File: src/include/memtest_consts.svh
//**************************************************************************
// global sizes for the memory exerciser, included by the package and by
// every module that needs a width, a depth or the channel count
//**************************************************************************
`ifndef MEMTEST_CONSTS_SVH
`define MEMTEST_CONSTS_SVH

// channel select, the high bits of the host address
`define MT_NUM_CHANNELS 4
`define MT_CHAN_W       2
// word address and data inside one channel
`define MT_MEM_ADDR_W   8
`define MT_DATA_W       64
`define MT_TAG_W        4
// queue depths, equal to the initial credit counts
`define MT_CMD_DEPTH    4
`define MT_RSP_DEPTH    2
// self-test window from word 0, and model read latency
`define MT_TEST_WORDS   64
`define MT_RD_LATENCY   2

`endif

File: src/memtest_pkg.sv
//**************************************************************************
// types shared by the exerciser: host commands, host results and the
// avalon-style request bundle from a channel engine to its memory
//**************************************************************************
`include "memtest_consts.svh"

package memtest_pkg;

   // operations a channel engine can run
   typedef enum logic [1:0] {
      MT_OP_WRITE,
      MT_OP_READ,
      MT_OP_ADDR_TEST
   } mem_op_t;

   // host command, channel select sits in the top addr bits
   typedef struct packed {
      mem_op_t                                op;
      logic [`MT_TAG_W-1:0]                   tag;
      logic [`MT_CHAN_W+`MT_MEM_ADDR_W-1:0]   addr;
      logic [`MT_DATA_W-1:0]                  wdata;
   } mem_cmd_t;

   // one result per command
   typedef struct packed {
      mem_op_t                                op;
      logic [`MT_TAG_W-1:0]                   tag;
      logic [`MT_CHAN_W-1:0]                  chan;
      logic [`MT_DATA_W-1:0]                  rdata;
      // self-test mismatches, wide enough for a full window
      logic [`MT_MEM_ADDR_W:0]                err_count;
   } mem_rsp_t;

   // master request side of the memory port
   typedef struct packed {
      logic [`MT_MEM_ADDR_W-1:0]              address;
      logic                                   write;
      logic                                   read;
      logic [`MT_DATA_W-1:0]                  writedata;
   } mem_port_t;

endpackage

File: src/credit_fifo.sv
//**************************************************************************
// register-array fifo for any payload type; each pop sends a one-cycle
// credit pulse back to the producer, which never pushes without credit
//**************************************************************************
`timescale 1ns/1ps

module credit_fifo #(
   parameter type ITEM_T = logic,
   parameter int  DEPTH  = 4
) (
   input  logic  pClk,
   input  logic  rst_n,
   input  logic  push,
   input  ITEM_T item_in,
   input  logic  pop,
   output ITEM_T item_out,
   output logic  not_empty,
   output logic  credit
);
   localparam int PW = (DEPTH > 1) ? $clog2(DEPTH) : 1;
   localparam int CW = $clog2(DEPTH + 1);

   ITEM_T         mem [DEPTH];
   logic [PW-1:0] wr_ptr;
   logic [PW-1:0] rd_ptr;
   logic [CW-1:0] count;
   logic          do_pop;

   // a pop on an empty queue is dropped
   assign do_pop    = pop & not_empty;
   assign not_empty = (count != '0);
   // head of queue is always visible
   assign item_out  = mem[rd_ptr];

   always_ff @(posedge pClk) begin
      if (!rst_n) begin
         wr_ptr <= '0;
         rd_ptr <= '0;
         count  <= '0;
         credit <= 1'b0;
      end else begin
         if (push) begin
            wr_ptr <= (wr_ptr == PW'(DEPTH - 1)) ? '0 : wr_ptr + 1'b1;
         end
         if (do_pop) begin
            rd_ptr <= (rd_ptr == PW'(DEPTH - 1)) ? '0 : rd_ptr + 1'b1;
         end
         count  <= count + CW'(push) - CW'(do_pop);
         // credit lands one cycle after the pop
         credit <= do_pop;
      end
   end

   always_ff @(posedge pClk) begin
      if (push) begin
         mem[wr_ptr] <= item_in;
      end
   end

endmodule

File: src/mem_chan_fsm.sv
//**************************************************************************
// one channel engine: queues host commands and runs posted write,
// non-posted read or the address self-test on its avalon-style master
//**************************************************************************
`timescale 1ns/1ps
`include "memtest_consts.svh"

module mem_chan_fsm #(
   parameter int CHAN_ID = 0
) (
   input  logic                   pClk,
   input  logic                   rst_n,
   input  memtest_pkg::mem_cmd_t  chan_cmd,
   input  logic                   chan_cmd_push,
   input  logic                   rsp_credit,
   input  logic                   waitrequest,
   input  logic [`MT_DATA_W-1:0]  readdata,
   input  logic                   readdatavalid,
   output logic                   cmd_credit,
   output memtest_pkg::mem_port_t mem_req,
   output memtest_pkg::mem_rsp_t  rsp,
   output logic                   rsp_push
);
   import memtest_pkg::*;

   localparam int AW = `MT_MEM_ADDR_W;
   localparam int DW = `MT_DATA_W;
   localparam int CW = `MT_CHAN_W;
   localparam int RW = $clog2(`MT_RSP_DEPTH + 1);
   localparam logic [AW-1:0] LAST_WORD = AW'(`MT_TEST_WORDS - 1);

   typedef enum logic [2:0] {
      IDLE,
      WR_REQ,
      RD_REQ,
      RD_RSP,
      TEST_WRITE,
      TEST_READ,
      DONE
   } state_t;

   state_t        state;
   mem_cmd_t      cur_cmd;
   logic          cmd_avail;
   logic          start;
   logic          req_taken;
   logic          mismatch;
   logic [RW-1:0] rsp_cred;
   logic [AW-1:0] chk_addr;
   logic [AW:0]   err_cnt;

   credit_fifo #(
      .ITEM_T (mem_cmd_t),
      .DEPTH  (`MT_CMD_DEPTH)
   ) cmd_q_i (
      .pClk      (pClk),
      .rst_n     (rst_n),
      .push      (chan_cmd_push),
      .item_in   (chan_cmd),
      .pop       (start),
      .item_out  (cur_cmd),
      .not_empty (cmd_avail),
      .credit    (cmd_credit)
   );

   // start only with a result slot reserved downstream
   assign start     = (state == IDLE) & cmd_avail & (rsp_cred != '0);
   // slave took the request this cycle
   assign req_taken = (mem_req.read | mem_req.write) & ~waitrequest;
   // self-test expects every word to hold its own address
   assign mismatch  = (readdata != DW'(chk_addr));
   assign rsp_push  = (state == DONE);

   //************************************************************************
   // main state machine
   //************************************************************************
   always_ff @(posedge pClk) begin
      if (!rst_n) begin
         state           <= IDLE;
         mem_req.read    <= 1'b0;
         mem_req.write   <= 1'b0;
         mem_req.address <= '0;
         chk_addr        <= '0;
         err_cnt         <= '0;
      end else begin
         case (state)
            IDLE: begin
               if (start) begin
                  rsp.op        <= cur_cmd.op;
                  rsp.tag       <= cur_cmd.tag;
                  rsp.chan      <= CW'(CHAN_ID);
                  rsp.rdata     <= '0;
                  rsp.err_count <= '0;
                  chk_addr      <= '0;
                  err_cnt       <= '0;
                  case (cur_cmd.op)
                     MT_OP_WRITE: begin
                        mem_req.address   <= cur_cmd.addr[AW-1:0];
                        mem_req.writedata <= cur_cmd.wdata;
                        mem_req.write     <= 1'b1;
                        state             <= WR_REQ;
                     end
                     MT_OP_READ: begin
                        mem_req.address <= cur_cmd.addr[AW-1:0];
                        mem_req.read    <= 1'b1;
                        state           <= RD_REQ;
                     end
                     default: begin
                        // self-test starts writing at word 0
                        mem_req.address   <= '0;
                        mem_req.writedata <= '0;
                        mem_req.write     <= 1'b1;
                        state             <= TEST_WRITE;
                     end
                  endcase
               end
            end
            // posted write, done once accepted
            WR_REQ: begin
               if (req_taken) begin
                  mem_req.write <= 1'b0;
                  state         <= DONE;
               end
            end
            RD_REQ: begin
               if (req_taken) begin
                  mem_req.read <= 1'b0;
                  state        <= RD_RSP;
               end
            end
            RD_RSP: begin
               if (readdatavalid) begin
                  rsp.rdata <= readdata;
                  state     <= DONE;
               end
            end
            TEST_WRITE: begin
               if (req_taken) begin
                  if (mem_req.address == LAST_WORD) begin
                     // window written, turn around to readback
                     mem_req.write   <= 1'b0;
                     mem_req.read    <= 1'b1;
                     mem_req.address <= '0;
                     state           <= TEST_READ;
                  end else begin
                     mem_req.address   <= mem_req.address + 1'b1;
                     mem_req.writedata <= DW'(mem_req.address + 1'b1);
                  end
               end
            end
            TEST_READ: begin
               // issue side runs ahead of the returning data
               if (req_taken) begin
                  if (mem_req.address == LAST_WORD) begin
                     mem_req.read <= 1'b0;
                  end else begin
                     mem_req.address <= mem_req.address + 1'b1;
                  end
               end
               // check side, one word per readdatavalid, in order
               if (readdatavalid) begin
                  chk_addr <= chk_addr + 1'b1;
                  err_cnt  <= err_cnt + {{AW{1'b0}}, mismatch};
                  if (chk_addr == LAST_WORD) begin
                     rsp.err_count <= err_cnt + {{AW{1'b0}}, mismatch};
                     state         <= DONE;
                  end
               end
            end
            // result pushed while here
            DONE: state <= IDLE;
            default: state <= IDLE;
         endcase
      end
   end

   // result credits, spent at start, returned when the collector pops
   always_ff @(posedge pClk) begin
      if (!rst_n) begin
         rsp_cred <= RW'(`MT_RSP_DEPTH);
      end else begin
         rsp_cred <= rsp_cred - RW'(start) + RW'(rsp_credit);
      end
   end

endmodule

File: config.mk
export PLATFORM = sky130hd
export DESIGN_NAME = mem_chan_fsm
export DESIGN_NICKNAME = d
export VERILOG_FILES = /design/src/memtest_pkg.sv /design/src/credit_fifo.sv /design/src/mem_chan_fsm.sv
export VERILOG_INCLUDE_DIRS = /design/src /design/src/include
export SDC_FILE = /design/constraint.sdc
export NUM_CORES = 1
export LEC_CHECK = 0
export ABC_CLOCK_PERIOD_IN_PS = 24100
export BUFFER_PORTS_ARGS = -buffer_cell sky130_fd_sc_hd__buf_4
export CAP_MARGIN = 10
export CORE_MARGIN = 3
export CORE_UTILIZATION = 55
export CTS_BUF_LIST = sky130_fd_sc_hd__clkbuf_16
export DETAILED_ROUTE_END_ITERATION = 10
export GPL_ROUTABILITY_DRIVEN = 0
export GPL_TIMING_DRIVEN = 0
export PLACE_DENSITY = 0.78
export SLEW_MARGIN = 20
export SYNTH_ARGS = -nofsm -noshare
export SYNTH_HDL_FRONTEND = slang
export SYNTH_HIERARCHICAL = 1
export SYNTH_SLANG_ARGS = --single-unit
File: constraint.sdc
create_clock -name pClk -period 24.1 [get_ports pClk]
set_input_delay 3.615 -clock pClk [delete_from_list [all_inputs] [get_ports pClk]]
set_output_delay 3.615 -clock pClk [all_outputs]
set_load 0.005 [all_outputs]
### Word-level counts from Yosys, hierarchy flattened

Memory sizes are Yosys's and may differ from the RTL's. A register that Yosys moved wholly into a read port is not among the register bits.
Index checks and enable logic that the tools add are counted.

| operators by class | value |
|---|---|
| add/subtract/negate cells | 10 |
| eq/ne operators | 26 |
| multiplexer cells | 46 |
| bitwise operators | 6 |
| reductions and logical operators | 20 |

Operator list:

| operator | number |
|---|---|
| $pmux 64 s2 | 3 |
| $mux 74 | 2 |
| $mux 64 | 2 |
| $mux 73 | 1 |
| $ne 64x8->1 | 1 |
| $mux 8 | 6 |
| $mux 9 | 4 |
| $pmux 9 s2 | 2 |
| $mux 3 | 8 |
| $ne 2x2->1 const B | 12 |
| $pmux 8 s3 | 1 |
| $pmux 3 s6 | 1 |
| $add 8x1->8 const B | 2 |
| $eq 8x6->1 const B | 2 |
| $pmux 8 s2 | 1 |
| $reduce_and 8->1 | 2 |
| $reduce_and 6->1 | 2 |
| $mux 2 | 5 |
| $reduce_and 5->1 | 2 |
| $add 8x1->9 const B | 1 |
| $add 9x1->9 | 1 |
| $eq 3x3->1 const B | 3 |
| $reduce_bool 3->1 | 3 |
| $reduce_bool 2->1 | 4 |
| other kinds (23) | 37 |

| storage, ports and cells | value |
|---|---|
| register bits after elaboration | 183 |
| bits in writable memories | 320 |
| bits of input ports | 150 |
| output and inout port bits | 157 |
| logic and storage cells | 125 |
| memories | 1 |

Memory list:

| memory | words | width | read ports | clocked after Yosys merged registers in | write ports | RTL line | RTL |
|---|---|---|---|---|---|---|---|
| cmd_q_i.mem | 4 | 80 | 1 | 1 | 1 | credit_fifo.sv:23 | `ITEM_T mem [DEPTH];` |

### Logic depth before layout (Yosys ltp)

| logic depth | value |
|---|---|
| depth in word-level cells | 6 |
| depth in mapped cells | 12 |
| gate-level depth less buffers | 12 |

### Hierarchy

Netlist, hierarchy kept.

By module, submodules not included:

| module | instances | cells each | area each (µm²) | seq. area each (µm²) |
|---|---|---|---|---|
| credit_fifo | 1 | 464 | 12112.9 | 9809.4 |
| mem_chan_fsm | 1 | 591 | 7455.9 | 4934.7 |

### Worst setup path after synthesis

Ideal clock, no wire load.

| timing | value |
|---|---|
| path type | in2reg |
| start | in rst_n |
| end | reg mem_req[0] (netlist bit) (enable) |
| library setup time | 0.826 ns |
| arrival | 13.984 ns |
| required time | 23.274 ns |
| path slack | 9.289 ns |
| cell stages on the path | 3 |
| buffers on the path | 0 |
| path through | inv_1 -> or3_1 -> a2111oi_0 |

| between the ends | value |
|---|---|
| word-level cells in the longest chain between the ends | 1 |

Ends and longest elaborated chain:

| element | RTL line | RTL |
|---|---|---|
| start: declaration | mem_chan_fsm.sv:12 | `input logic rst_n,` |
| $reduce_and 6->1 (no source line) | - |  |
| end: declaration | mem_chan_fsm.sv:20 | `output memtest_pkg::mem_port_t mem_req,` |

No other way between the ends.
A chain may end at the register's enable or synchronous reset.

### Final worst setup path

| timing | value |
|---|---|
| start | in rst_n |
| end | reg mem_req[45] (netlist bit) (enable) |

The elaborated chain is that of the path after synthesis.

==> out/qor.txt <==
status - completed
WL/cell - 22.8 um
TritonCTS Buffers - 49
worst min-delay path class - reg -> reg
Worst Path Max Fanout - 11
aggregate global routing overflow - 0
core area - 34,000 sq um
1st-iter DRT viols - 812
critical path class - in -> reg
DR vias - 10,700
CTS tree - done
clock sink total - 497
minimum clock period - 5.82 ns
Post-CTS Setup Inserts - 0
post-route insts no fill - 1,905
die area - 37,300 sq um
Fin. Hold Viols - 0
final period utilization - 24.2%
GRT Util Overall - 23.0%
CP endpoint kind - flop
Yosys Warn Count - 6
critical path data arrival time - 6.09 ns
Slew @ Worst Pin - 0.794 ns
Worst setup SP type - input pin
die width - 193 um
synthesized cell area - 19,300 sq um
ANT nets after route - 0
Initial Util - 56.7%
clk root buf - clkbuf_16
initial antenna violation count - 4
largest net degree at the start of global routing - 47
dpl cells - 1,815
Post-Synthesis Cells - 1,045
Final setup violation count - 0
DRT Wirelength - 43,400 um
die height - 193 um
Ports - 307
synthesis-to-layout area growth - 24.4%
I/O Buffers - 302
max-cap violation count - 0
Post-DP HPWL - 28,500 um
first drt pass iteration count - 5
Final Max Slew Viols - 0
power per cell area - 105 nW/um^2
CTS Hold Bufs - 0
RSZ-0062 raised after global routing - no
clock skew - 0.0113 ns
vias in the first global route - 11,200
layout cell share with drive strength beyond 1 - 35.9%
FP Rows - 67
register-to-register setup slack - 20.30 ns
peak supply drop - 0.0728 mV
H-tree depth - 2
FF-to-FF path depth - 10
Worst slew margin - 47.0%
Vias per Instance - 5.64
Max Clock Freq - 172 MHz
first-pass GRT wire length - 66,300 um
Clk Latency, worst-skew pair - 0.56 ns
Longest Clk Path Bufs - 3
mean area per synthesized cell - 18.5 sq um
Setup crit end - mem_req[45]$_SDFFCE_PP0P_
critical path startpoint - rst_n
setup TNS - 0 ns
worst reg2reg endpoint - mem_req[45]$_SDFFCE_PP0P_
Worst Path Required - 24.37 ns
LEAKAGE - 8.62 nW
Reg clk slew, reported paths - 0.06 ns
Post-CTS Resized - 0
DRC viols - 0
nets - 1,582
## power breakdown
| part | switching [mW] | total (mW) | internal [mW] |
|---|---|---|---|
| clock | 0.313 | 0.758 | 0.446 |
| combinational | 0.318 | 0.628 | 0.310 |
| sequential | 0.0465 | 1.13 | 1.08 |
| total | 0.677 | 2.52 | 1.84 |
## worst max-delay path: stages
cell and delay, ns:
buf_4 0.15, inv_1 0.14, or3_1 0.34, a2111oi_2 0.75, buf_4 0.28, buf_2 0.22
buf_4 0.18, buf_2 0.20, buf_2 0.19
## flip-flops by register name, indices dropped and copies added, names as in the netlist, named ones only
| register | flops |
|---|---|
| cmd_q_i/mem | 312 |
| rsp | 79 |
| mem_req | 74 |
| err_cnt | 9 |
| chk_addr | 8 |
| cmd_q_i/count | 3 |
| state | 3 |
| cmd_q_i/rd_ptr | 2 |
| cmd_q_i/wr_ptr | 2 |
| rsp_cred | 2 |
| cmd_q_i/credit | 1 |
## layer usage
layer  wire length [um]  global-route usage [%]  vias up
met2              22400                    39.5      481
met3               3570                    6.30       78
met1              16100                    28.5     5363
li1                   -                       -     4814
met4               1290                    7.96        4
met5                 33                       0        -
## area by class of cell
cell class	count	area [sq um]
clock inverter	39	375
fill	2151	10000
buffer	48	373
timing repair buffer	321	2500
antenna	2	5.00
tap	448	561
multi-input combinational	488	4400
clock buffer	49	1230
inverter	13	48.8
sequential	497	14500
## layout by cell type (no fill, tap or decap), types with 4 or more instances in the layout
cell       instances
nand3_1           14
a31oi_1            4
or3_1              4
nand2_1           46
buf_2             24
clkinv_1           7
clkinv_2          11
inv_1             22
buf_12             8
and3_1             7
nor3_1             4
o21ai_0           21
mux4_2            78
and2_4             4
mux2i_1            5
buf_4            309
buf_6              4
ha_1              13
nor2_1            34
buf_16             6
clkbuf_1          16
nand4_1            9
edfxtp_1         455
xnor2_1           19
bufinv_16          7
clkbuf_16         49
nor4_1            16
and2_1           124
a21oi_1           27
xor2_1             8
dfxtp_1           42
## worst min path at each step
stage	start	endpoint	slack (ns)	depth (start not counted)
floorplan	err_cnt[0]$_SDFFE_PN0P_	err_cnt[0]$_SDFFE_PN0P_	0.44	2
detailed placement	err_cnt[0]$_SDFFE_PN0P_	err_cnt[0]$_SDFFE_PN0P_	0.46	2
finish	err_cnt[0]$_SDFFE_PN0P_	err_cnt[0]$_SDFFE_PN0P_	0.48	2
CTS	err_cnt[0]$_SDFFE_PN0P_	err_cnt[0]$_SDFFE_PN0P_	0.47	2
global placement	err_cnt[0]$_SDFFE_PN0P_	err_cnt[0]$_SDFFE_PN0P_	0.44	2
global route	err_cnt[0]$_SDFFE_PN0P_	err_cnt[0]$_SDFFE_PN0P_	0.49	2
## stage by stage
| step | hold slack [ns] | util, % | worst slack (ns) | area, sq um | power [mW] |
|---|---|---|---|---|---|
| 2_1_floorplan | 0.436 | - | 9.29 | 19300 | 1.52 |
| 3_3_place_gp | 0.443 | 65.0 | 1.48 | 22100 | 1.78 |
| 3_5_place_dp | 0.459 | 65.8 | 17.71 | 22400 | 1.78 |
| 4_1_cts | 0.471 | 70.5 | 18.30 | 24000 | 2.54 |
| 5_1_grt | 0.487 | 70.5 | 18.16 | 24000 | 2.62 |
| 6_report | 0.476 | 70.5 | 18.28 | 24000 | 2.52 |
Power figures use the tool's default switching activity.
