File: src/include/memtest_consts.svh
//**************************************************************************
// global sizes for the memory exerciser, included by the package and by
// every module that needs a width, a depth or the channel count
//**************************************************************************
`ifndef MEMTEST_CONSTS_SVH
`define MEMTEST_CONSTS_SVH

// channel select, the high bits of the host address
`define MT_NUM_CHANNELS 4
`define MT_CHAN_W       2
// word address and data inside one channel
`define MT_MEM_ADDR_W   8
`define MT_DATA_W       64
`define MT_TAG_W        4
// queue depths, equal to the initial credit counts
`define MT_CMD_DEPTH    4
`define MT_RSP_DEPTH    2
// self-test window from word 0, and model read latency
`define MT_TEST_WORDS   64
`define MT_RD_LATENCY   2

`endif

File: src/memtest_pkg.sv
//**************************************************************************
// types shared by the exerciser: host commands, host results and the
// avalon-style request bundle from a channel engine to its memory
//**************************************************************************
`include "memtest_consts.svh"

package memtest_pkg;

   // operations a channel engine can run
   typedef enum logic [1:0] {
      MT_OP_WRITE,
      MT_OP_READ,
      MT_OP_ADDR_TEST
   } mem_op_t;

   // host command, channel select sits in the top addr bits
   typedef struct packed {
      mem_op_t                                op;
      logic [`MT_TAG_W-1:0]                   tag;
      logic [`MT_CHAN_W+`MT_MEM_ADDR_W-1:0]   addr;
      logic [`MT_DATA_W-1:0]                  wdata;
   } mem_cmd_t;

   // one result per command
   typedef struct packed {
      mem_op_t                                op;
      logic [`MT_TAG_W-1:0]                   tag;
      logic [`MT_CHAN_W-1:0]                  chan;
      logic [`MT_DATA_W-1:0]                  rdata;
      // self-test mismatches, wide enough for a full window
      logic [`MT_MEM_ADDR_W:0]                err_count;
   } mem_rsp_t;

   // master request side of the memory port
   typedef struct packed {
      logic [`MT_MEM_ADDR_W-1:0]              address;
      logic                                   write;
      logic                                   read;
      logic [`MT_DATA_W-1:0]                  writedata;
   } mem_port_t;

endpackage

File: src/mem_cmd_dispatch.sv
//**************************************************************************
// host command ingress: picks the channel from the high address bits,
// tracks command-queue credits per channel and registers the push
//**************************************************************************
`timescale 1ns/1ps
`include "memtest_consts.svh"

module mem_cmd_dispatch (
   input  logic                  pClk,
   input  logic                  rst_n,
   input  memtest_pkg::mem_cmd_t host_cmd,
   input  logic                  host_cmd_valid,
   input  logic                  cmd_credit [`MT_NUM_CHANNELS],
   output logic                  host_cmd_ready,
   output memtest_pkg::mem_cmd_t chan_cmd,
   output logic                  chan_cmd_push [`MT_NUM_CHANNELS]
);
   localparam int N   = `MT_NUM_CHANNELS;
   localparam int CW  = `MT_CHAN_W;
   localparam int AW  = `MT_MEM_ADDR_W;
   localparam int CRW = $clog2(`MT_CMD_DEPTH + 1);

   logic [CW-1:0]  sel;
   logic           accept;
   logic           take [N];
   logic [CRW-1:0] credits [N];

   // channel select is the top of the host address
   assign sel            = host_cmd.addr[CW+AW-1:AW];
   // ready only while the target queue has room
   assign host_cmd_ready = (credits[sel] != '0);
   assign accept         = host_cmd_valid & host_cmd_ready;

   always_comb begin
      for (int i = 0; i < N; i++) begin
         take[i] = accept & (sel == CW'(i));
      end
   end

   //************************************************************************
   // credit counters and push strobes
   //************************************************************************
   always_ff @(posedge pClk) begin
      if (!rst_n) begin
         for (int i = 0; i < N; i++) begin
            // queues start empty, so full credit
            credits[i]       <= CRW'(`MT_CMD_DEPTH);
            chan_cmd_push[i] <= 1'b0;
         end
      end else begin
         for (int i = 0; i < N; i++) begin
            // spend on accept, refund on the queue's pop pulse
            credits[i]       <= credits[i] - CRW'(take[i]) + CRW'(cmd_credit[i]);
            chan_cmd_push[i] <= take[i];
         end
      end
   end

   // shared command bus, only the push bit is per channel
   always_ff @(posedge pClk) begin
      if (accept) begin
         chan_cmd <= host_cmd;
      end
   end

endmodule

File: config.mk
export PLATFORM = sky130hd
export DESIGN_NAME = mem_cmd_dispatch
export DESIGN_NICKNAME = d
export VERILOG_FILES = /design/src/memtest_pkg.sv /design/src/mem_cmd_dispatch.sv
export VERILOG_INCLUDE_DIRS = /design/src /design/src/include
export SDC_FILE = /design/constraint.sdc
export NUM_CORES = 1
export LEC_CHECK = 0
export BUFFER_PORTS_ARGS = -buffer_cell sky130_fd_sc_hd__clkbuf_2
export CAP_MARGIN = 15
export CORE_MARGIN = 8
export CORE_UTILIZATION = 44
export CTS_CLUSTER_DIAMETER = 30
export DETAILED_ROUTE_END_ITERATION = 10
export GPL_ROUTABILITY_DRIVEN = 0
export PLACE_DENSITY = 0.86
export SYNTH_ARGS = -nofsm -noshare
export SYNTH_HDL_FRONTEND = slang
export SYNTH_SLANG_ARGS = --single-unit
File: constraint.sdc
create_clock -name pClk -period 3.71 [get_ports pClk]
set_clock_uncertainty 0.1 [all_clocks]
set_input_delay 0.371 -clock pClk [delete_from_list [all_inputs] [get_ports pClk]]
set_output_delay 0.371 -clock pClk [all_outputs]
set_load 0.02 [all_outputs]
-- Word-level counts from Yosys, hierarchy flattened
Memories as Yosys holds them, arrays and structs flattened.
Cells that the tools add are included.
- $add $sub $neg: 8
- eq/ne operators: 3
- muxes and demuxes: 6
- bitwise gates (word level): 9
- reduce and logical (&&, ||, !) cells: 2
- operator list (kind ; number):
    3-bit by 1-bit adder with 3-bit output ; 4
    3-bit two-way mux ; 4
    3-bit by 1-bit subtractor with 3-bit output ; 4
    1-bit AND ; 5
    2-bit == test, second input constant ; 2
    1-bit bitwise OR ; 4
    3-bit nonzero test ; 1
    2-bit by 1-bit == test with 1-bit output, second input constant ; 1
    2-bit zero test ; 1
    1-bit two-way mux ; 2
- register bits after elaboration: 84
- bits in writable memories: 12
- input port bits: 87
- output and inout bits: 85
- word-level logic and storage cells: 37
- memories kept: 1
- memory list (memory ; words ; width ; read ports ; clocked after memory_dff ; wr ports ; RTL line ; text):
    credits ; 4 ; 3 ; 5 ; 0 ; 4 ; mem_cmd_dispatch.sv:26 ; logic [CRW-1:0] credits [N];

-- Logic depth before layout (Yosys ltp)
Gate-level depths: netlist of run 1.
An unclocked memory read counts as a cell.
- word-level depth: 7
- depth in mapped cells: 11
- depth with buffers taken out: 11

-- Least setup slack after synthesis of run 1
Ideal clock, no wire load.
- path kind: input to register
- from: in host_cmd[72] (netlist bit)
- to: mem credits[0][2] (netlist bit)
- setup time: 0.125 ns
- arrival time: 2.491 ns
- required time: 3.485 ns
- path slack: 0.993 ns
- stages on the path: 11
- path buffers: 1
- path through: buf_6 > mux4_2 > nor4b_1 > ha_1 > inv_1 > ha_1 > inv_1 > fa_1 > xor2_1 > xnor2_1 > nand2_1
- RTL lines (what ; RTL line ; text):
    from (decl) ; mem_cmd_dispatch.sv:11 ; input memtest_pkg::mem_cmd_t host_cmd,
    to (decl) ; mem_cmd_dispatch.sv:26 ;

==> run_results.csv, run 1 <==
group,metric,value,unit
timing,slew_violations,0,
hold_path,worstHoldPathType,"in2reg",
timing,period_share,78.7,%
finish,post-route-util,61.3,%
place,io_buffers,171,
detailed_routing,drc,0,
synthesis,ys_types,19,
detailed_routing,firstDrtPassIters,4,
cts,clockBufferDepth,2,
detailed_routing,ant_nets,0,
global_route,grtUsageTotal,14.5,%
place,dp_hpwl,6.39,mm
global_route,first_global_vias,2069,
cts,cts_tree,"done",
cts,cts_buffers,9,
critical_path,end_kind,"flip-flop",
floorplanning,start_util,45.1,%
pwr,power_leakage,1.94,nW
critical_path,crit_cells,11,
floorplanning,die_w,102,µm
finish,syn_to_final_growth,35.9,%
critical_path,critical_path_arrival,3.06,ns
critical_path,cp_top_family,"adder cells",
timing,finalSetupViolations,0,
timing,rsz0062_at_grt,"false",
critical_path,crit_end,"credits[0][2]",
pwr,power_density,613,mW/mm²
timing,fin_crit,2.92,ns
cts,clk_pin_slew,0.10,ns
timing,finalHoldViolations,0,
critical_path,rrSetupSlack,0.79,ns
critical_path,r2r-start,"credits[3][1]",
cts,cts_hold_buf,0,
finish,n_antenna_cell,0,
finish,final_cell_mix,"clkbuf_2 (171), edfxtp_1 (80), dfxtp_1 (16)",
floorplanning,num_rows,31,
synthesis,ys_seq_area_share,84.2,%
detailed_routing,vias,1994,
critical_path,slowest_stage,"mux4_2",
critical_path,worst_path_largest_cell_delay,0.58,ns
floorplanning,core_area,0.00718,mm²
synthesis,syn_nets,259,
pwr,ir_worst_vdd,0.249,mV
critical_path,worstSetupPathType,"reg2reg",
finish,final_area,0.00440,mm²
critical_path,cp.required,3.85,ns
cts,clock_sinks,96,
floorplanning,die_h,102,µm
cts,ctsResizeCount,0,
critical_path,start_kind,"flip-flop",
run,cap_violations,0,
cts,h-tree-depth,3,
global_route,grt_pass1_wl,11.0,mm
cts,clock_latency,0.35,ns
detailed_routing,wl_per_cell,17.6,µm
synthesis,synthCells,160,
timing,relSlewSlack,66.0,%
critical_path,path_buf_inv,2,
critical_path,cp_max_fo,10,
critical_path,startpoint,"credits[3][1]",
hold_path,hold_depth,1,
finish,final_net_count,440,
outcome,status,"finished, final reports clean",
floorplanning,pin_count,172,
finish,layout_commonest_cell,"clkbuf_2",
timing,tightest_slew,0.510,ns
timing,clock.fmax,342,MHz
detailed_routing,routed_wl,7.85,mm
synthesis,yosysWarnings,0,
place,placed_area,0.00422,mm²
finish,layout-drive-gt1-share,55.5,%
floorplanning,die_area,0.0104,mm²
synthesis,syn_avg_cell_area,20.2,µm²
cts,cts_setup_buffers,0,
global_route,grt_max_degree,49,
global_route,antenna_found_initial,0,
critical_path,path_cells,"nor3_1 -> mux4_2 -> nor4b_1 -> ha_1 -> inv_1 -> ha_1 -> inv_1 -> fa_1 -> xor2_1 -> xnor2_1 -> nand2_1",
timing,setup_tns,0,ns
critical_path,ff2ff_path_depth,11,
detailed_routing,drt_first_iter_violations,70,
synthesis,syn_area,0.00323,mm²
synthesis,ys_ff_latch,96,
detailed_routing,viasPerCell,4.48,
critical_path,r2r-end,"credits[0][2]",
cts,cts_root_buffer,"clkbuf_8",
global_route,grt-ovfl-total,0,
==> stage by stage <==
stage               power (mW)  setup WS, ns  hold WS (ns)  std cells
finish                    2.69         0.789        0.0869        445
global route              2.83         0.608        0.0617        445
CTS                       2.73         0.765        0.0703        445
detailed placement        2.12         0.668         0.447        429
global placement          2.09         0.817         0.432        429
floorplan                 1.87         0.993         0.348        160
==> where the power goes <==
| part | total [mW] | switching, mW | internal, mW |
|---|---|---|---|
| sequential | 1.46 | 0.0690 | 1.39 |
| clock | 0.608 | 0.358 | 0.250 |
| combinational | 0.629 | 0.403 | 0.226 |
| total | 2.69 | 0.830 | 1.86 |
==> logic make-up (layout without fill, tap and decap cells) <==
logic type               after synthesis  in the layout  share of synthesized area [%]
flip-flops                            96             96                           84.2
AND/OR/NAND/NOR                       27             27                           5.30
buffers and inverters                 16            202                           2.09
adder cells (fa/ha/maj)               12             12                           5.57
XOR/XNOR                               8              8                           2.17
multiplexers                           1              1                          0.696
==> sequential cells by signal, indices dropped and copies added, names as in the netlist <==
| signal | cells |
|---|---|
| credits | 12 |
| chan_cmd_push | 4 |
| chan_cmd | 80 |
==> synthesized netlist by cell type, drive strengths merged <==
library cell	count	share of area, %
xnor2	5	1.4
fa	4	2.5
nor3	5	0.77
dfxtp	16	9.9
ha	8	3.1
xor2	3	0.81
nor3b	1	0.23
and2b	1	0.27
nand2	6	0.70
edfxtp	80	74
nor4	1	0.19
buf	1	0.35
and2	5	0.97
nor4b	3	0.81
clkbuf	1	0.12
mux4	1	0.70
inv	14	1.6
and4bb	2	0.77
nor2b	3	0.58
==> per-layer routing <==
metal	up-vias	track usage [%]	part of all wire, %
li1	944	-	-
met3	8	6.05	13
met4	0	3.09	0.68
met1	939	13.9	33
met5	-	0	0
met2	103	27.7	54
==> area by class of cell <==
class                           count  area [µm²]
Sequential cell                    96        2720
Clock inverter                      7        52.6
Clock buffer                        9         124
Multi-Input combinational cell     48         445
Tap cell                           99         124
Inverter                           14        52.6
Fill cell                         546        2780
Timing Repair Buffer              172         876
==> worst min path at each step <==
stage                  startpoint          endpoint  slack, ns
floorplan            host_cmd[73]  chan_cmd_push[2]       0.35
global placement    credits[3][1]     credits[3][2]       0.43
detailed placement  credits[2][1]     credits[2][2]       0.45
CTS                  host_cmd[71]      chan_cmd[71]       0.07
global route         host_cmd[68]      chan_cmd[68]       0.06
finish               host_cmd[71]      chan_cmd[71]       0.09
Power figures use the tool's default switching activity.
==> run 2: changes to the inputs <==
Clock period 3.71 ns to 2.8 ns, I/O delays scaled along.
==> run 2 against run 1 <==
Sequential power grew 34%. Fmax rose by 8.1%. Global-route usage grew 0.95 points. Die area unchanged. Utilization up 7.5 points. Sequential cell count stayed put. Final area is 12% higher. Non-clock buffer count up 47. Sequential share of layout area fell by 6.4 points. Combinational power up 50%. Highest routed layer unchanged.
==> run_results.csv, run 2 (synthesis results as in run 1) <==
group,metric,value,unit
detailed_routing,viasPerCell,4.52,
floorplanning,die_h,102,µm
critical_path,cp.required,2.92,ns
cts,cts_tree,"done",
finish,final_net_count,487,
finish,final_cells,492,
detailed_routing,firstDrtPassIters,4,
detailed_routing,vias,2226,
finish,layout_commonest_cell,"clkbuf_2",
outcome,status,"finished, final reports clean",
finish,multi_input_area,473,µm²
timing,relSlewSlack,73.5,%
global_route,grt-ovfl-total,0,
critical_path,start_kind,"flip-flop",
detailed_routing,ant_nets,0,
timing,finalHoldViolations,0,
cts,clock_latency,0.34,ns
finish,layout-drive-gt1-share,51.9,%
hold_path,worstHoldPathType,"in2reg",
finish,top_regs,"chan_cmd (80), credits (12), chan_cmd_push (4)",
timing,fin_hold_ws,0.0182,ns
finish,syn_to_final_growth,52.6,%
cts,cts_setup_buffers,0,
detailed_routing,drc,0,
cts,clockBufferDepth,2,
detailed_routing,routed_wl,9.29,mm
finish,fillCellCount,478,
cts,h-tree-depth,3,
pwr,power_density,765,mW/mm²
timing,period_share,96.5,%
floorplanning,pin_count,172,
detailed_routing,drt_first_iter_violations,96,
floorplanning,num_rows,31,
critical_path,worstSetupPathType,"reg2reg",
cts,clock_sinks,96,
cts,clk_pin_slew,0.10,ns
cts,cts_buffers,9,
place,io_buffers,171,
global_route,grt_max_degree,36,
pwr,power_leakage,2.16,nW
global_route,antenna_found_initial,0,
timing,fin_crit,2.70,ns
detailed_routing,wl_per_cell,18.9,µm
finish,seq_area,0.00274,mm²
finish,largest_register,"chan_cmd",
pwr,ir_worst_vdd,0.399,mV
cts,cts_root_buffer,"clkbuf_8",
floorplanning,die_w,102,µm
timing,clock.fmax,370,MHz
floorplanning,core_area,0.00718,mm²
critical_path,cp_max_fo,4,
critical_path,slowest_stage,"mux4_2",
floorplanning,start_util,45.1,%
critical_path,worst_path_largest_cell_delay,0.53,ns
global_route,first_global_vias,2164,
place,dp_hpwl,6.45,mm
timing,rsz0062_at_grt,"true",
run,cap_violations,0,
timing,slew_violations,0,
global_route,grt_pass1_wl,11.8,mm
critical_path,critical_path_arrival,2.82,ns
global_route,grtUsageTotal,15.4,%
floorplanning,die_area,0.0104,mm²
finish,largest_register_ffs,80,
finish,n_antenna_cell,0,
timing,finalSetupViolations,0,
place,placedCellCount,432,
critical_path,path_cells,"nor3_1 -> mux4_2 -> nor4b_4 -> ha_1 -> inv_1 -> ha_1 -> inv_1 -> fa_1 -> xor2_2 -> xnor2_1 -> nand2_1",
finish,final_cell_mix,"clkbuf_2 (171), edfxtp_1 (80), dlygate4sd3_1 (44)",
timing,tightest_slew,0.398,ns
critical_path,end_kind,"flip-flop",
[run 2: cell count changes in the layout (fill, tap and decap cells not counted), moves of 2 or more]
cell           delta
buf_4             +2
clkinv_1          +2
clkinv_2          -2
dfxtp_1           -8
dfxtp_2           +5
dfxtp_4           +3
dlygate4sd3_1    +44
inv_6             -2
[run 2: final timing paths]
check             endpoint          start  slack (ns)  depth (start not counted)
min           chan_cmd[21]   host_cmd[21]        0.02                          1
max          credits[0][2]  credits[3][1]         0.1                         11
min reg2reg  credits[3][2]  credits[3][1]        0.43                          2
max reg2reg  credits[0][2]  credits[3][1]         0.1                         11
[run 2: stage by stage]
stage | utilization, % | cell area (µm²) | setup TNS (ns) | power, mW | worst slack (ns)
2_1_floorplan | - | 3230 | 0 | 2.48 | 0.142
3_3_place_gp | 59.3 | 4260 | 0 | 2.80 | 0.129
3_5_place_dp | 59.3 | 4260 | 0 | 2.84 | 0.0301
4_1_cts | 64.6 | 4640 | 0 | 3.73 | 0.0320
5_1_grt | 68.8 | 4940 | -0.0844 | 3.95 | -0.0623
6_report | 68.8 | 4940 | 0 | 3.77 | 0.0982
[run 2: timing repair]
action / CTS / global route
pin swaps: 0 / 0
hold buffers: 18 / 26
gates resized for setup: 1 / 14
gates cloned: 0 / 0
endpoints found under the setup margin: 1 / 5
endpoints found under the hold margin: 18 / 26
[run 2: layer usage]
metal / vias to the layer above / track usage [%] / wire [µm]
li1: 1036 / - / -
met1: 1061 / 15.5 / 3070
met2: 120 / 29.7 / 5150
met3: 9 / 4.81 / 981
met4: 0 / 3.89 / 89
met5: - / 0 / 0
[run 2: where the power goes]
part           total (mW)  internal, mW  switching (mW)
clock               0.872         0.413           0.458
combinational       0.942         0.371           0.571
sequential           1.96          1.85           0.109
[run 2: final cells by class]
cell class | instances | share of cell area [%]
sequential | 96 | 55.5
multi-input combinational | 48 | 9.58
clock inverter | 7 | 1.44
timing repair buffer | 219 | 27.4
inverter | 14 | 1.06
tap | 99 | 2.51
clock buffer | 9 | 2.51
[run 2: worst max-delay path, delay by kind of cell (launching register included)]
kind                     cells  cell delay (ns)
adder cells (fa/ha/maj)      3             0.80
multiplexers                 1             0.53
flip-flops                   1             0.38
AND/OR/NAND/NOR              3             0.36
XOR/XNOR                     2             0.33
buffers and inverters        2             0.11
==> run 3: changes to the inputs <==
Settings changed: CORE_MARGIN 8 to 2.
==> run 3 against run 2 <==
Clock power up 9.3%. Die area is 22% lower. Sequential power is essentially flat. Combinational power increased by 3.3%. Clock-buffer cell count did not move. Via count up 12%. Global-route usage is 8.9 points higher. Total power increased by 3.1%. Utilization is 3.5 points higher. Non-clock buffer count rose by 28. Critical path depth stayed put. Fmax shrank 0.77%. Critical endpoint unchanged. Largest cell class unchanged.
==> run_results.csv, run 3 (synthesis results as in run 1) <==
group,metric,value,unit
cts,clk_pin_slew,0.11,ns
finish,top_regs,"chan_cmd (80), credits (12), chan_cmd_push (4)",
critical_path,worstSetupPathType,"reg2reg",
timing,clock.fmax,367,MHz
finish,final_net_count,515,
critical_path,end_kind,"flip-flop",
finish,layout_commonest_cell,"clkbuf_2",
timing,tightest_slew,0.427,ns
floorplanning,pin_count,172,
global_route,grt_pass1_wl,14.6,mm
detailed_routing,drc,0,
finish,multi_input_area,457,µm²
finish,syn_to_final_growth,60.4,%
detailed_routing,wl_per_cell,21.1,µm
detailed_routing,ant_nets,0,
finish,final_area,0.00519,mm²
finish,final_cell_mix,"clkbuf_2 (171), edfxtp_1 (80), dlygate4sd3_1 (71)",
critical_path,start_kind,"flip-flop",
global_route,antenna_found_initial,3,
pwr,p_int,2.66,mW
cts,clockBufferDepth,2,
cts,cts_tree,"done",
place,dp_hpwl,5.40,mm
global_route,grt-ovfl-total,0,
timing,period_share,97.2,%
timing,fin_crit,2.72,ns
cts,cts_root_buffer,"clkbuf_8",
pwr,p_comb_share,25.0,%
hold_path,hold_depth,1,
timing,rsz0062_at_grt,"true",
finish,layout-drive-gt1-share,47.5,%
pwr,power_leakage,2.28,nW
floorplanning,num_rows,31,
cts,cts_buffers,9,
run,cap_violations,0,
floorplanning,core_area,0.00718,mm²
critical_path,critical_path_arrival,2.86,ns
place,placedCellCount,431,
finish,seq_area,0.00273,mm²
finish,final_cells,523,
floorplanning,die_h,89.7,µm
hold_path,worstHoldPathType,"in2reg",
pwr,power_density,750,mW/mm²
pwr,p_sw,1.23,mW
timing,finalHoldViolations,0,
floorplanning,die_area,0.00805,mm²
cts,clock_sinks,96,
global_route,grtUsageTotal,24.3,%
pwr,swShare,31.7,%
pwr,seqPwrFrac,50.5,%
timing,relSlewSlack,71.6,%
place,place_ws,-0.0121,ns
place,placed_area,0.00424,mm²
critical_path,cp_max_fo,5,
global_route,first_global_vias,2572,
cts,clock_latency,0.34,ns
detailed_routing,viasPerCell,4.79,
detailed_routing,routed_wl,11.0,mm
global_route,grt_max_degree,81,
detailed_routing,firstDrtPassIters,4,
finish,largest_register,"chan_cmd",
timing,slew_violations,0,
detailed_routing,vias,2503,
timing,setup_tns,0,ns
cts,h-tree-depth,3,
pwr,ir_worst_vdd,0.397,mV
critical_path,ff2ff_path_depth,11,
timing,finalSetupViolations,0,
floorplanning,die_w,89.7,µm
detailed_routing,drt_first_iter_violations,273,
outcome,status,"finished, final reports clean",
critical_path,cp.required,2.93,ns
finish,fillCellCount,435,
pwr,power_frac_clock,24.5,%
floorplanning,start_util,45.1,%
place,io_buffers,171,
timing,setup_ws,0.0772,ns
finish,largest_register_ffs,80,
-- run 3: worst max-delay path, cell delays in order (launching register included) --
cell     delay (ns)
dfxtp_1        0.38
nor3_1         0.07
mux4_2         0.52
nor4b_2        0.24
ha_1           0.26
inv_1          0.06
ha_1           0.15
inv_1          0.06
fa_1           0.39
xor2_1         0.17
xnor2_1        0.14
nand2_1        0.07
-- run 3: repair_timing --
item,in CTS,in global routing
hold buffers,60,11
hold endpoints to repair,60,11
setup buffers,0,2
endpoints found under the setup margin,1,3
pin swaps,0,0
resized for setup,3,5
-- run 3: per-layer routing --
layer	wire (µm)	global-route usage, %
met1	3640	25.6
met2	5850	42.1
met3	1040	8.80
met4	483	13.8
met5	0	0
-- run 3: per-stage QoR --
stage / total power, mW / util [%] / hold WS [ns]
detailed placement: 2.81 / 59.0 / 0.359
finish: 3.89 / 72.3 / 0.00700
global route: 4.04 / 72.3 / -0.0121
CTS: 3.77 / 70.2 / 0.000442
floorplan: 2.48 / - / 0.257
global placement: 2.76 / 59.0 / 0.357
-- run 3: layout make-up --
cell class	count	area share, %
flip-flops and latches	96	52.7
repair buffers	247	31.2
multi-input cells	48	8.80
clock buffers	9	2.39
well taps	99	2.39
clock inverters	7	1.42
inverters	14	1.01
diodes	3	0.145
-- run 3: power groups by stage --
stage          Sequential (mW)  Combinational (mW)  Clock [mW]
2_1_floorplan             2.18               0.300           0
3_3_place_gp              1.95               0.812           0
3_5_place_dp              1.96               0.842           0
4_1_cts                   1.93               0.916       0.920
5_1_grt                   1.98                1.04        1.02
6_report                  1.97               0.973       0.953
-- run 3: final timing paths --
path	to	slack, ns	startpoint
min reg2reg	credits[2][2]	0.43	credits[2][1]
max reg2reg	credits[0][2]	0.08	credits[1][1]
min	chan_cmd[22]	0.007	host_cmd[22]
max	credits[0][2]	0.08	credits[1][1]
